--- src/verilog/mmu_params.svh ---
`ifndef MMU_PARAMS_SVH
`define MMU_PARAMS_SVH

// tlb geometry
`define MMU_TLB_ENTRY_NUM 16

// crmd fields
`define MMU_CRMD_PLV  1:0
`define MMU_CRMD_DA   3
`define MMU_CRMD_PG   4
`define MMU_CRMD_DATF 6:5
`define MMU_CRMD_DATM 8:7

// dmw0/dmw1 fields
`define MMU_DMW_PLV0 0
`define MMU_DMW_PLV3 3
`define MMU_DMW_MAT  5:4
`define MMU_DMW_PSEG 27:25
`define MMU_DMW_VSEG 31:29

// asid and tlbidx fields
`define MMU_ASID_ASID    9:0
`define MMU_TLBIDX_INDEX 3:0

// access kind codes
`define MMU_MEM_FETCH 2'd0
`define MMU_MEM_LOAD  2'd1
`define MMU_MEM_STORE 2'd2

`endif

--- src/verilog/csr_pkg.sv ---
package csr_pkg;

    typedef logic [31:0] vaddr_t;
    typedef logic [31:0] paddr_t;
    typedef logic [9:0]  asid_t;
    typedef logic [1:0]  plv_t;
    typedef logic [1:0]  mat_t;

    // privilege levels a dmw can enable
    localparam plv_t PLV_KERNEL = 2'd0;
    localparam plv_t PLV_USER   = 2'd3;

    // loongarch exception codes raised by translation
    typedef enum logic [5:0] {
        ECODE_NONE = 6'h00,
        ECODE_PIL  = 6'h01,
        ECODE_PIS  = 6'h02,
        ECODE_PIF  = 6'h03,
        ECODE_PME  = 6'h04,
        ECODE_PPI  = 6'h07,
        ECODE_TLBR = 6'h3f
    } ecode_t;

    // snapshot of the csrs the mmu looks at
    typedef struct packed {
        logic [31:0] crmd;
        logic [31:0] asid;
        logic [31:0] dmw0;
        logic [31:0] dmw1;
        logic [31:0] tlbidx;
    } csr_t;

endpackage

--- src/verilog/tlb_pkg.sv ---
`include "mmu_params.svh"

package tlb_pkg;

    import csr_pkg::*;

    typedef logic [18:0] vppn_t;
    typedef logic [19:0] ppn_t;
    typedef logic [3:0]  tlb_index_t;
    typedef logic [`MMU_TLB_ENTRY_NUM-1:0] tlb_onehot_t;

    typedef struct packed {
        logic  e;
        logic  g;
        logic  huge_page;
        asid_t asid;
        vppn_t vppn;
    } tlb_key_t;

    typedef struct packed {
        logic v;
        logic d;
        mat_t mat;
        plv_t plv;
        ppn_t ppn;
    } tlb_value_t;

    // value[0] is the even page, value[1] the odd page
    typedef struct packed {
        tlb_key_t         key;
        tlb_value_t [1:0] value;
    } tlb_entry_t;

    typedef struct packed {
        tlb_onehot_t mask;
        tlb_entry_t  entry;
    } tlb_write_req_t;

    typedef enum logic [1:0] {
        MEM_FETCH = `MMU_MEM_FETCH,
        MEM_LOAD  = `MMU_MEM_LOAD,
        MEM_STORE = `MMU_MEM_STORE
    } mem_type_t;

    typedef enum logic [2:0] {
        INV_ALL0       = 3'd0,
        INV_ALL1       = 3'd1,
        INV_GLOBAL     = 3'd2,
        INV_NONGLOBAL  = 3'd3,
        INV_NG_ASID    = 3'd4,
        INV_NG_ASID_VA = 3'd5,
        INV_G_ASID_VA  = 3'd6
    } invtlb_op_t;

    typedef struct packed {
        paddr_t pa;
        mat_t   mat;
        logic   valid;
    } trans_result_t;

    // 4MB pages compare only the upper 10 bits of the vppn
    function automatic logic vppn_match(input vaddr_t va, input logic huge_page,
                                        input vppn_t vppn);
        if (huge_page) begin
            return va[31:22] == vppn[18:9];
        end
        return va[31:13] == vppn;
    endfunction

endpackage

--- src/verilog/tlb_array.sv ---
`timescale 1ns/1ps
`include "mmu_params.svh"

module tlb_array import tlb_pkg::*; (
    input  logic                                clk,
    input  logic                                rst_n_i,
    input  tlb_write_req_t                      wr_req_i,
    output tlb_entry_t [`MMU_TLB_ENTRY_NUM-1:0] entries_o
);

    tlb_onehot_t                         e_q;
    tlb_entry_t [`MMU_TLB_ENTRY_NUM-1:0] entry_q;

    // per-entry exist bits
    always_ff @(posedge clk or negedge rst_n_i) begin
        if (!rst_n_i) begin
            e_q <= '0;
        end else begin
            for (int i = 0; i < `MMU_TLB_ENTRY_NUM; i++) begin
                if (wr_req_i.mask[i]) begin
                    e_q[i] <= wr_req_i.entry.key.e;
                end
            end
        end
    end

    always_ff @(posedge clk) begin
        for (int i = 0; i < `MMU_TLB_ENTRY_NUM; i++) begin
            if (wr_req_i.mask[i]) begin
                entry_q[i] <= wr_req_i.entry;
            end
        end
    end

    always_comb begin
        for (int i = 0; i < `MMU_TLB_ENTRY_NUM; i++) begin
            entries_o[i]       = entry_q[i];
            entries_o[i].key.e = e_q[i];
        end
    end

    // only invalidation may clear several entries at once
    a_single_valid_write: assert property (@(posedge clk) disable iff (!rst_n_i)
        wr_req_i.entry.key.e |-> $onehot0(wr_req_i.mask));

endmodule

--- src/verilog/tlb_write_arbiter.sv ---
`timescale 1ns/1ps

module tlb_write_arbiter import csr_pkg::*, tlb_pkg::*; (
    input  tlb_write_req_t fill_req_i,
    input  tlb_write_req_t inv_req_i,
    output tlb_write_req_t wr_req_o,
    output logic           fill_gnt_o,
    output logic           inv_gnt_o
);

    logic fill_active;
    logic inv_active;

    // a request is live while its mask is non-zero
    assign fill_active = |fill_req_i.mask;
    assign inv_active  = |inv_req_i.mask;

    always_comb begin
        // invalidate always wins, fill waits
        inv_gnt_o  = inv_active;
        fill_gnt_o = fill_active && !inv_active;

        if (inv_active) begin
            wr_req_o = inv_req_i;
        end else if (fill_active) begin
            wr_req_o = fill_req_i;
        end else begin
            wr_req_o = '0;
        end
    end

endmodule

--- src/verilog/tlb_fill_unit.sv ---
`timescale 1ns/1ps
`include "mmu_params.svh"

module tlb_fill_unit import csr_pkg::*, tlb_pkg::*; (
    input  logic           clk,
    input  logic           rst_n_i,
    input  logic           tlbwr_i,
    input  logic           tlbfill_i,
    input  csr_t           csr_i,
    input  tlb_entry_t     entry_i,
    input  logic           gnt_i,
    output tlb_write_req_t req_o
);

    tlb_index_t  fill_cnt_q;
    tlb_index_t  wr_idx;
    tlb_onehot_t mask_q;
    tlb_entry_t  entry_q;
    logic        cmd;
    logic        pending;

    assign cmd     = tlbwr_i || tlbfill_i;
    assign pending = |mask_q;

    // tlbfill picks its victim from the counter, tlbwr from tlbidx
    assign wr_idx = tlbfill_i ? fill_cnt_q : csr_i.tlbidx[`MMU_TLBIDX_INDEX];

    // free-running victim pointer
    always_ff @(posedge clk or negedge rst_n_i) begin
        if (!rst_n_i) begin
            fill_cnt_q <= '0;
        end else begin
            fill_cnt_q <= fill_cnt_q + 1'b1;
        end
    end

    always_ff @(posedge clk or negedge rst_n_i) begin
        if (!rst_n_i) begin
            mask_q <= '0;
        end else if (cmd) begin
            mask_q <= tlb_onehot_t'(1) << wr_idx;
        end else if (gnt_i) begin
            mask_q <= '0;
        end
    end

    always_ff @(posedge clk) begin
        if (cmd) begin
            entry_q <= entry_i;
        end
    end

    assign req_o = '{mask: mask_q, entry: entry_q};

    a_no_cmd_while_pending: assert property (@(posedge clk) disable iff (!rst_n_i)
        cmd |-> !pending);

endmodule

--- src/verilog/tlb_inv_unit.sv ---
`timescale 1ns/1ps
`include "mmu_params.svh"

module tlb_inv_unit import csr_pkg::*, tlb_pkg::*; (
    input  logic                                clk,
    input  logic                                rst_n_i,
    input  logic                                invtlb_i,
    input  invtlb_op_t                          op_i,
    input  asid_t                               asid_i,
    input  vaddr_t                              va_i,
    input  tlb_entry_t [`MMU_TLB_ENTRY_NUM-1:0] entries_i,
    input  logic                                gnt_i,
    output tlb_write_req_t                      req_o
);

    logic        pend_q;
    invtlb_op_t  op_q;
    asid_t       asid_q;
    vaddr_t      va_q;
    tlb_onehot_t match;

    // an empty match finishes without touching the array
    always_ff @(posedge clk or negedge rst_n_i) begin
        if (!rst_n_i) begin
            pend_q <= 1'b0;
        end else if (invtlb_i) begin
            pend_q <= 1'b1;
        end else if (gnt_i || match == '0) begin
            pend_q <= 1'b0;
        end
    end

    always_ff @(posedge clk) begin
        if (invtlb_i) begin
            op_q   <= op_i;
            asid_q <= asid_i;
            va_q   <= va_i;
        end
    end

    // per-op selection rule
    always_comb begin
        tlb_key_t key;
        logic     asid_hit;
        logic     va_hit;
        for (int i = 0; i < `MMU_TLB_ENTRY_NUM; i++) begin
            key      = entries_i[i].key;
            asid_hit = key.asid == asid_q;
            va_hit   = vppn_match(va_q, key.huge_page, key.vppn);
            case (op_q)
                INV_ALL0, INV_ALL1: match[i] = key.e;
                INV_GLOBAL:         match[i] = key.e && key.g;
                INV_NONGLOBAL:      match[i] = key.e && !key.g;
                INV_NG_ASID:        match[i] = key.e && !key.g && asid_hit;
                INV_NG_ASID_VA:     match[i] = key.e && !key.g && asid_hit && va_hit;
                INV_G_ASID_VA:      match[i] = key.e && (key.g || asid_hit) && va_hit;
                default:            match[i] = 1'b0;
            endcase
        end
    end

    // cleared entries are written as all zero
    always_comb begin
        req_o = '0;
        if (pend_q) begin
            req_o.mask = match;
        end
    end

endmodule

--- src/verilog/mmu.sv ---
`timescale 1ns/1ps
`include "mmu_params.svh"

module mmu import csr_pkg::*, tlb_pkg::*; (
    input  logic                                clk,
    input  logic                                rst_n_i,
    input  logic                                flush_i,
    input  vaddr_t                              va_i,
    input  mem_type_t                           mem_type_i,
    input  csr_t                                csr_i,
    input  tlb_entry_t [`MMU_TLB_ENTRY_NUM-1:0] entries_i,
    output trans_result_t                       trans_result_o,
    output ecode_t                              ecode_o
);

    asid_t         cur_asid;
    plv_t          cur_plv;
    logic          paging;
    logic          tlb_found;
    logic          tlb_huge;
    tlb_value_t    tlb_value;
    logic          dmw0_hit;
    logic          dmw1_hit;
    logic [31:0]   dmw_sel;
    trans_result_t result_d;
    logic          tlb_mode_d;
    logic          tlb_mode_q;
    tlb_value_t    tlb_value_q;
    mem_type_t     mem_type_q;
    plv_t          plv_q;

    function automatic logic dmw_match(input logic [31:0] dmw, input vaddr_t va,
                                       input plv_t plv);
        logic plv_ok;
        plv_ok = (plv == PLV_KERNEL && dmw[`MMU_DMW_PLV0])
              || (plv == PLV_USER && dmw[`MMU_DMW_PLV3]);
        return plv_ok && (dmw[`MMU_DMW_VSEG] == va[31:29]);
    endfunction

    assign cur_asid = csr_i.asid[`MMU_ASID_ASID];
    assign cur_plv  = csr_i.crmd[`MMU_CRMD_PLV];
    // mapped mode needs pg set and da clear
    assign paging   = csr_i.crmd[`MMU_CRMD_PG] && !csr_i.crmd[`MMU_CRMD_DA];

    // fully associative lookup
    always_comb begin
        tlb_found = 1'b0;
        tlb_huge  = 1'b0;
        tlb_value = '0;
        for (int i = 0; i < `MMU_TLB_ENTRY_NUM; i++) begin
            if (entries_i[i].key.e
                && (entries_i[i].key.g || entries_i[i].key.asid == cur_asid)
                && vppn_match(va_i, entries_i[i].key.huge_page, entries_i[i].key.vppn)) begin
                tlb_found = 1'b1;
                tlb_huge  = entries_i[i].key.huge_page;
                // odd/even page select moves with page size
                tlb_value = entries_i[i].key.huge_page ? entries_i[i].value[va_i[21]]
                                                       : entries_i[i].value[va_i[12]];
            end
        end
    end

    assign dmw0_hit = dmw_match(csr_i.dmw0, va_i, cur_plv);
    assign dmw1_hit = dmw_match(csr_i.dmw1, va_i, cur_plv);
    assign dmw_sel  = dmw0_hit ? csr_i.dmw0 : csr_i.dmw1;

    // dmw beats tlb, direct mode when paging is off
    always_comb begin
        result_d.pa    = va_i;
        result_d.mat   = (mem_type_i == MEM_FETCH) ? csr_i.crmd[`MMU_CRMD_DATF]
                                                   : csr_i.crmd[`MMU_CRMD_DATM];
        result_d.valid = 1'b1;
        tlb_mode_d     = 1'b0;
        if (paging) begin
            if (dmw0_hit || dmw1_hit) begin
                result_d.pa  = {dmw_sel[`MMU_DMW_PSEG], va_i[28:0]};
                result_d.mat = dmw_sel[`MMU_DMW_MAT];
            end else begin
                result_d.pa    = tlb_huge ? {tlb_value.ppn[19:10], va_i[21:0]}
                                          : {tlb_value.ppn, va_i[11:0]};
                result_d.mat   = tlb_value.mat;
                result_d.valid = tlb_found;
                tlb_mode_d     = 1'b1;
            end
        end
    end

    always_ff @(posedge clk or negedge rst_n_i) begin
        if (!rst_n_i) begin
            trans_result_o <= '0;
            tlb_mode_q     <= 1'b0;
        end else if (flush_i) begin
            trans_result_o.valid <= 1'b0;
            tlb_mode_q           <= 1'b0;
        end else begin
            trans_result_o <= result_d;
            tlb_mode_q     <= tlb_mode_d;
        end
    end

    always_ff @(posedge clk) begin
        tlb_value_q <= tlb_value;
        mem_type_q  <= mem_type_i;
        plv_q       <= cur_plv;
    end

    // second stage raises exceptions only in tlb mode
    always_comb begin
        ecode_o = ECODE_NONE;
        if (tlb_mode_q) begin
            if (!trans_result_o.valid) begin
                ecode_o = ECODE_TLBR;
            end else if (!tlb_value_q.v) begin
                case (mem_type_q)
                    MEM_FETCH: ecode_o = ECODE_PIF;
                    MEM_STORE: ecode_o = ECODE_PIS;
                    default:   ecode_o = ECODE_PIL;
                endcase
            end else if (plv_q > tlb_value_q.plv) begin
                ecode_o = ECODE_PPI;
            end else if (mem_type_q == MEM_STORE && !tlb_value_q.d) begin
                ecode_o = ECODE_PME;
            end
        end
    end

endmodule

--- src/verilog/mmu_top.sv ---
`timescale 1ns/1ps
`include "mmu_params.svh"

module mmu_top import csr_pkg::*, tlb_pkg::*; (
    input  logic          clk,
    input  logic          rst_n_i,
    input  logic          flush_i,
    input  csr_t          csr_i,
    input  vaddr_t        if_va_i,
    output trans_result_t if_result_o,
    output ecode_t        if_ecode_o,
    input  vaddr_t        dt_va_i,
    input  mem_type_t     dt_mem_type_i,
    output trans_result_t dt_result_o,
    output ecode_t        dt_ecode_o,
    input  logic          tlbwr_i,
    input  logic          tlbfill_i,
    input  tlb_entry_t    wr_entry_i,
    input  logic          invtlb_i,
    input  invtlb_op_t    inv_op_i,
    input  asid_t         inv_asid_i,
    input  vaddr_t        inv_va_i
);

    tlb_entry_t [`MMU_TLB_ENTRY_NUM-1:0] entries;
    tlb_write_req_t                      fill_req;
    tlb_write_req_t                      inv_req;
    tlb_write_req_t                      wr_req;
    logic                                fill_gnt;
    logic                                inv_gnt;

    tlb_array i_array (
        .clk       (clk),
        .rst_n_i   (rst_n_i),
        .wr_req_i  (wr_req),
        .entries_o (entries)
    );

    tlb_write_arbiter i_arbiter (
        .fill_req_i (fill_req),
        .inv_req_i  (inv_req),
        .wr_req_o   (wr_req),
        .fill_gnt_o (fill_gnt),
        .inv_gnt_o  (inv_gnt)
    );

    tlb_fill_unit i_fill (
        .clk       (clk),
        .rst_n_i   (rst_n_i),
        .tlbwr_i   (tlbwr_i),
        .tlbfill_i (tlbfill_i),
        .csr_i     (csr_i),
        .entry_i   (wr_entry_i),
        .gnt_i     (fill_gnt),
        .req_o     (fill_req)
    );

    tlb_inv_unit i_inv (
        .clk       (clk),
        .rst_n_i   (rst_n_i),
        .invtlb_i  (invtlb_i),
        .op_i      (inv_op_i),
        .asid_i    (inv_asid_i),
        .va_i      (inv_va_i),
        .entries_i (entries),
        .gnt_i     (inv_gnt),
        .req_o     (inv_req)
    );

    // fetch port only ever fetches
    mmu i_mmu_if (
        .clk            (clk),
        .rst_n_i        (rst_n_i),
        .flush_i        (flush_i),
        .va_i           (if_va_i),
        .mem_type_i     (MEM_FETCH),
        .csr_i          (csr_i),
        .entries_i      (entries),
        .trans_result_o (if_result_o),
        .ecode_o        (if_ecode_o)
    );

    mmu i_mmu_dt (
        .clk            (clk),
        .rst_n_i        (rst_n_i),
        .flush_i        (flush_i),
        .va_i           (dt_va_i),
        .mem_type_i     (dt_mem_type_i),
        .csr_i          (csr_i),
        .entries_i      (entries),
        .trans_result_o (dt_result_o),
        .ecode_o        (dt_ecode_o)
    );

endmodule

--- config.mk ---
export PLATFORM = sky130hd
export DESIGN_NAME = mmu_top
export DESIGN_NICKNAME = d
export VERILOG_FILES = /design/src/verilog/csr_pkg.sv /design/src/verilog/tlb_pkg.sv /design/src/verilog/tlb_array.sv /design/src/verilog/tlb_write_arbiter.sv /design/src/verilog/tlb_fill_unit.sv /design/src/verilog/tlb_inv_unit.sv /design/src/verilog/mmu.sv /design/src/verilog/mmu_top.sv
export VERILOG_INCLUDE_DIRS = /design/src /design/src/verilog
export SDC_FILE = /design/constraint.sdc
export NUM_CORES = 2
export LEC_CHECK = 0
export BUFFER_PORTS_ARGS = -buffer_cell sky130_fd_sc_hd__buf_2
export CAP_MARGIN = 25
export CORE_ASPECT_RATIO = 0.7
export CORE_MARGIN = 5
export CORE_UTILIZATION = 30
export CTS_BUF_LIST = sky130_fd_sc_hd__clkbuf_4 sky130_fd_sc_hd__clkbuf_8
export DETAILED_ROUTE_END_ITERATION = 10
export GPL_ROUTABILITY_DRIVEN = 0
export PLACE_DENSITY = 0.56
export SETUP_SLACK_MARGIN = 0.4
export SLEW_MARGIN = 20
export SYNTH_ARGS = -nofsm -noshare
export SYNTH_HDL_FRONTEND = slang
export SYNTH_SLANG_ARGS = --single-unit
export TNS_END_PERCENT = 20
--- constraint.sdc ---
create_clock -name clk -period 8.9 [get_ports clk]
set_input_delay 0 -clock clk [delete_from_list [all_inputs] [get_ports clk]]
set_output_delay 0 -clock clk [all_outputs]
set_load 0.02 [all_outputs]
---- Yosys cells after proc, flatten, opt, wreduce, memory -nomap -nowiden ----
Index checks and enable logic that the tools add are counted.
Widths: inputs -> output; s select.
storage, ports and cells
  register bits after elaboration ......... 1577
  input bits .............................. 361
  output and inout bits ................... 82
  word-level logic and storage cells ...... 1067
cells by class
  add/sub/neg operators ................... 1
  $lt $le $gt $ge ......................... 6
  eq/ne operators ......................... 140
  shift operators ......................... 1
  multiplexer cells ....................... 421
  reduce and logical (&&, ||, !) cells .... 222
operators with widths
  operator              count
  $mux 26               192
  $eq 19x19->1          48
  $eq 10x10->1          80
  $mux 100              2
  $mux 1                188
  $logic_and 1x1->1     155
  $pmux 1 s6            16
  $mux 35               2
  $mux 34               2
  $mux 28               2
  $mux 16               3
  $mux 22               2
  $mux 6                7
  $logic_or 1x1->1      38
  $reduce_or 16->1      2
  $logic_not 1->1       19
  $logic_not 16->1      1
  $shl 1x4->16 const A  1
  $eq 3x3->1            4
  $eq 3x3->1 const B    3
  $lt 1x2->1 const B    4
  $eq 3x2->1 const B    2
  $logic_not 2->1       3
  $mux 3                2
  other kinds (10)      13

---- Longest topological paths before layout ----
  depth in word-level cells ............... 24
  mapped depth ............................ 15
  depth with buffers taken out ............ 10

---- Modules after synthesis ----
From an unflattened synthesis, not the netlist that was laid out.
unflattened totals
  cells, all modules ...................... 7300
  area, all modules ....................... 89211.8 um^2
by module, submodules not included
  module             instances  cells each  area each (um^2)  seq. area each (um^2)
  tlb_array          1          1361        40507.6           40278.6
  mmu                2          2237        17247.8           1061.0
  tlb_inv_unit       1          974         8331.7            985.9
  tlb_fill_unit      1          152         3512.1            3022.9
  tlb_write_arbiter  1          338         2361.0            0.0
  mmu_top            1          1           3.8               0.0

---- Worst setup path before layout ----
Ideal clock, no wire load.
  path kind ............................... reg2reg
  from .................................... register i_inv.op_q[1]
  to ...................................... register i_array.entry_q (netlist bit i_array.entries_o[1008]) (enable)
  library setup time ...................... 444 ps
  arrival time ............................ 4291 ps
  data required time ...................... 8456 ps
  path slack .............................. 4165 ps
  stages on the path, launching flop included .. 13
  path through ............................ edfxtp_1 > clkbuf_1 > xor2_1 > nand2_1 > clkbuf_1 > nor4_1 > a211o_1 > nor4_1 > nand4_1 > o31ai_2 > buf_2 > nand3_1 > nand2_1
RTL lines
  element                        RTL line            source
  start, declared                tlb_inv_unit.sv:17  invtlb_op_t op_q;
  start signal, assigned         tlb_inv_unit.sv:35  op_q <= op_i;
  end signal, assigned by index  tlb_array.sv:30     entry_q[i] <= wr_req_i.entry;
  end, declared                  tlb_array.sv:12     tlb_entry_t [`MMU_TLB_ENTRY_NUM-1:0] entry_q;

---- Final worst setup path ----
  from .................................... register i_array.entry_q (netlist bit i_array.entries_o[150])
  to ...................................... register i_mmu_dt.trans_result_o[33] (netlist bit)
on the way
  longest elaborated chain between the ends .. 21
  elaborated cells on any way between the ends .. 22
  those cells by class .................... eq/ne: 2; mux: 19; reduce/logical: 1
ends and longest elaborated chain
  element                     RTL line       source
  $eq 10x10->1                tlb_pkg.sv:65  return va[31:22] == vppn[18:9];
  $mux 1                      tlb_pkg.sv:64  if (huge_page) begin
  $mux 1 (*)                  tlb_pkg.sv:67  return va[31:13] == vppn;
  $logic_and 1x1->1 (*)       mmu.sv:53      && vppn_match(va_i, entries_i[i].key.huge_page, entries_i[i].key.vppn)) begin
  $mux 26 (*) (15 in series)  mmu.sv:51      if (entries_i[i].key.e
  $mux 34 (*)                 mmu.sv:75      if (dmw0_hit || dmw1_hit) begin
  $mux 35 (*)                 mmu.sv:74      if (paging) begin
  end signal, assigned        mmu.sv:96      trans_result_o <= result_d;
  end, declared               mmu.sv:12      output trans_result_t trans_result_o,
Every way passes the cells marked *; elsewhere a longest branch is shown, timed or not. The select of a mux whose other input is x is not followed.
A chain may end at the register's enable or synchronous reset.

==> qor.txt <==
run status - complete, no violations
post-synthesis sequential area ratio - 56.8%
row cnt - 160
final worst slack - 2.79 ns
P_leak - 34.7 nW
chain of cells forming the critical path - xor2_1, nor4_1, nand4_1, or3_4, nand2_1, o221ai_1, a311oi_1, o21ai_1, a2111oi_0, o21ai_1, dlygate4sd3_1
Req. time, crit path - 9.72 ns
worst hold path type - in2reg
DP Wirelength - 228 mm
Die Height - 446 um
DRC - 0
global-route wire length before repair - 470 mm
antenna violations before repair - 37
fraction of layout cells with a size suffix above 1 - 16.3%
most used cell, CP - o21ai_1
worst flop-to-flop path startpoint - i_array.entries_o[150]
core area - 271000 um^2
clock sinks - 1564
Post-synth ARST share - 6.97%
Hold Startpoint - invtlb_i
clk slew on worst S/H paths - 0.06 ns
Post-synth EDFFs - 1444
Final Cycle Share - 68.7%
internal power - 14.2 mW
Clock power frac - 32.6%
pwr/cell area - 213 nW/um^2
RSZ-0062 raised after global routing - false
clk_skew - 0.0879 ns
PostCTS Resize Cnt - 0
synth cell count leaders - edfxtp_1, xnor2_1, xor2_1
largest net degree at the start of global routing - 89
critical path class - reg2reg
worst skew pair latency - 0.98 ns
synthesized instance count - 6605
H-tree depth - 5
routed len/inst - 30.3 um
MaxCap Viol Count - 0
worst-path fanout max - 15
Post-Syn Nets - 6971
largest area contributor in the netlist - edfxtp_1
CTS max path bufs - 4
grt total ovfl - 0
Seq cells post-synth - 1564
Crit-path slowest cell - a2111oi_0
final hold violations - 0
crit path capture type - flop
Net Sw Frac - 31.7%
via count - 62590
Synth top area share - 53.2%
arrival time of the worst setup path - 6.93 ns
Place WS - 3.07 ns
WHS Path Cells - 2
total global-route track usage - 23.2%
reg2reg path depth - 11
vias per inst - 5.56
Root Driver - clkbuf_8
WL final - 341 mm
synth warn - 0
max_slew headroom - 14.1%
R2R Path End - i_mmu_dt.trans_result_o[33]
# IOs - 443
worst reg2reg setup slack - 2.79 ns
most frequent cell after synthesis - edfxtp_1
Initial Utilization - 30.1%
CP Launch Type - flop
number of port buffers - 311
crit-path max cell delay - 1.12 ns
Synth area leaders - edfxtp_1, xnor2_1, mux2i_1, xor2_1, dfrtp_1
Final Max Tran Viols - 0
die footprint - 283000 um^2
Final ANT Viol Nets - 0
initial drt markers - 8561
drt pass-1 iters - 6
Final setup viols - 0
vias in the first global route - 60871
Worst path depth - 11
worst slew pin tran - 1.28 ns
Comb power frac - 19.6%
setup bufs post-CTS - 0
layout net count - 7769
power share of the sequential group - 47.8%
sum of negative setup slack - 0 ns
Max Clock Freq - 164 MHz
cts bufs inserted - 282
Min Clock Period, post-route - 6.11 ns
synthesized area per cell - 12.4 um^2
Buf/Inv on CP - 1
Synth-to-Final Area Change - 19.6%
Psw - 6.59 mW
largest vdd supply drop - 144 uV
Yosys cell types - 92
Post-synth top flop - edfxtp_1
die width - 633 um
Largest delay share family, worst path - simple AND/OR/NAND/NOR gates
CTS tree - yes
hold endpoint - i_inv.va_q[15]
Syn Std Cell Area - 81600 um^2
[power groups by stage]
stage / logic, mW / registers (mW) / clock network [mW]
after floorplan: 2.20 / 9.89 / 0
after global placement: 3.71 / 10.0 / 0
after detailed placement: 3.79 / 10.1 / 0
after CTS: 3.95 / 9.91 / 6.88
after global routing: 4.26 / 9.99 / 7.20
final: 4.08 / 9.92 / 6.77
[layout by cell type (no fill, tap or decap), types with 25 or more instances in the layout]
cell | synthesis | final
o21ai_0 | 116 | 116
nor3_1 | 101 | 99
nor2b_1 | 35 | 34
buf_2 | 201 | 312
a2111oi_0 | 35 | 26
o2111ai_1 | 25 | 25
nor2_1 | 208 | 205
clkinv_1 | 0 | 52
nor4_1 | 143 | 135
nand2b_1 | 45 | 45
o31ai_1 | 26 | 26
mux2_2 | 120 | 119
dfrtp_1 | 109 | 109
nand3_1 | 201 | 201
a31oi_1 | 80 | 79
buf_4 | 27 | 226
nand4_1 | 146 | 146
inv_1 | 46 | 35
clkbuf_8 | 0 | 303
and2_1 | 29 | 29
xnor2_1 | 660 | 660
o21ai_1 | 29 | 27
a21oi_1 | 183 | 183
o221ai_1 | 66 | 66
and3_1 | 96 | 90
edfxtp_1 | 1444 | 1444
nand2_1 | 575 | 572
mux2i_1 | 533 | 508
dlygate4sd3_1 | 0 | 380
clkbuf_4 | 0 | 95
clkinv_2 | 0 | 28
a221oi_1 | 58 | 58
a211oi_1 | 42 | 39
xor2_1 | 602 | 602
a32o_1 | 30 | 30
[state kept, by name, summed over array words and instances (netlist names)]
name	cells
i_mmu_dt.mem_type_q	2
i_mmu_dt.tlb_value_q	4
i_mmu_if.tlb_value_q	3
i_fill.req_o	84
i_inv.asid_q	10
i_fill.mask_q	16
i_inv.pend_q	1
i_inv.op_q	3
i_mmu_dt.tlb_mode_q	1
i_mmu_dt.trans_result_o	35
i_array.e_q	16
i_mmu_if.tlb_mode_q	1
i_inv.va_q	19
i_mmu_dt.plv_q	2
i_fill.fill_cnt_q	4
i_array.entries_o	1328
i_mmu_if.trans_result_o	35
[metal layers]
metal  track usage [%]  share of wire (%)  wire length [um]  up-vias
li1                  -                  -                 -    26347
met1              32.6                 42            143000    31571
met2              32.7                 41            139000     3967
met3              8.30                 13             45800      693
met4              8.57                3.9             13300       12
met5                 0              0.023                78        -
[worst max path at each step]
stage                                      start                     endpoint
after CTS                         i_inv.va_q[20]      i_array.entries_o[1094]
after floorplan                    i_inv.op_q[1]      i_array.entries_o[1008]
after global placement            i_inv.va_q[20]      i_array.entries_o[1158]
final                     i_array.entries_o[150]  i_mmu_dt.trans_result_o[33]
after detailed placement          i_inv.va_q[20]      i_array.entries_o[1158]
after global routing              i_inv.va_q[20]      i_array.entries_o[1156]
[logic make-up (layout without fill, tap and decap cells)]
logic type | count (synthesis) | count (layout) | share of synthesized area, %
buf+inv | 495 | 1494 | 2.80
xor+xnor | 1263 | 1263 | 13.6
fa+ha+maj | 5 | 5 | 0.0767
other cells | 0 | 16 | 0
compound gates | 947 | 947 | 8.37
simple gates | 1675 | 1675 | 10.2
flops | 1564 | 1564 | 56.8
mux | 656 | 656 | 8.25
[worst reg2reg max path, delay by kind of cell (launching register included)]
kind	cells	cell delay (ns)
AOI/OAI and AO/OA	5	2.26
xor gates and xnor gates	1	0.17
buffers and inverters	1	0.59
DFF	1	0.45
and+or+nand+nor	4	2.56
[stage by stage]
step / area [um^2] / hold slack, ns / util [%] / power (mW) / instances
6_report: 97600 / 0.0800 / 36.0 / 20.8 / 11265
5_1_grt: 97600 / 0.0625 / 36.0 / 21.4 / 11252
4_1_cts: 97200 / 0.00114 / 35.9 / 20.7 / 11221
3_5_place_dp: 88000 / 0.0204 / 32.5 / 13.8 / 10355
3_3_place_gp: 87800 / 0.0134 / 32.4 / 13.7 / 10335
2_1_floorplan: 81600 / -0.296 / - / 12.1 / 6605
[final cells by class]
type                       count  area [um^2]
antenna                       16         40.0
clock buffer                 391         4830
clock inverter                94          517
fill                       26312       173000
inverter                      47          203
multi-input combinational   4546        33500
sequential                  1564        46300
tap                         3645         4560
timing repair buffer         962         7630
[repair_timing]
item,CTS,global route
endpoints found under the hold margin,372,0
hold buffers,381,0
setup endpoints to repair,0,0
No activity file was read; power rests on OpenSTA's default activity.
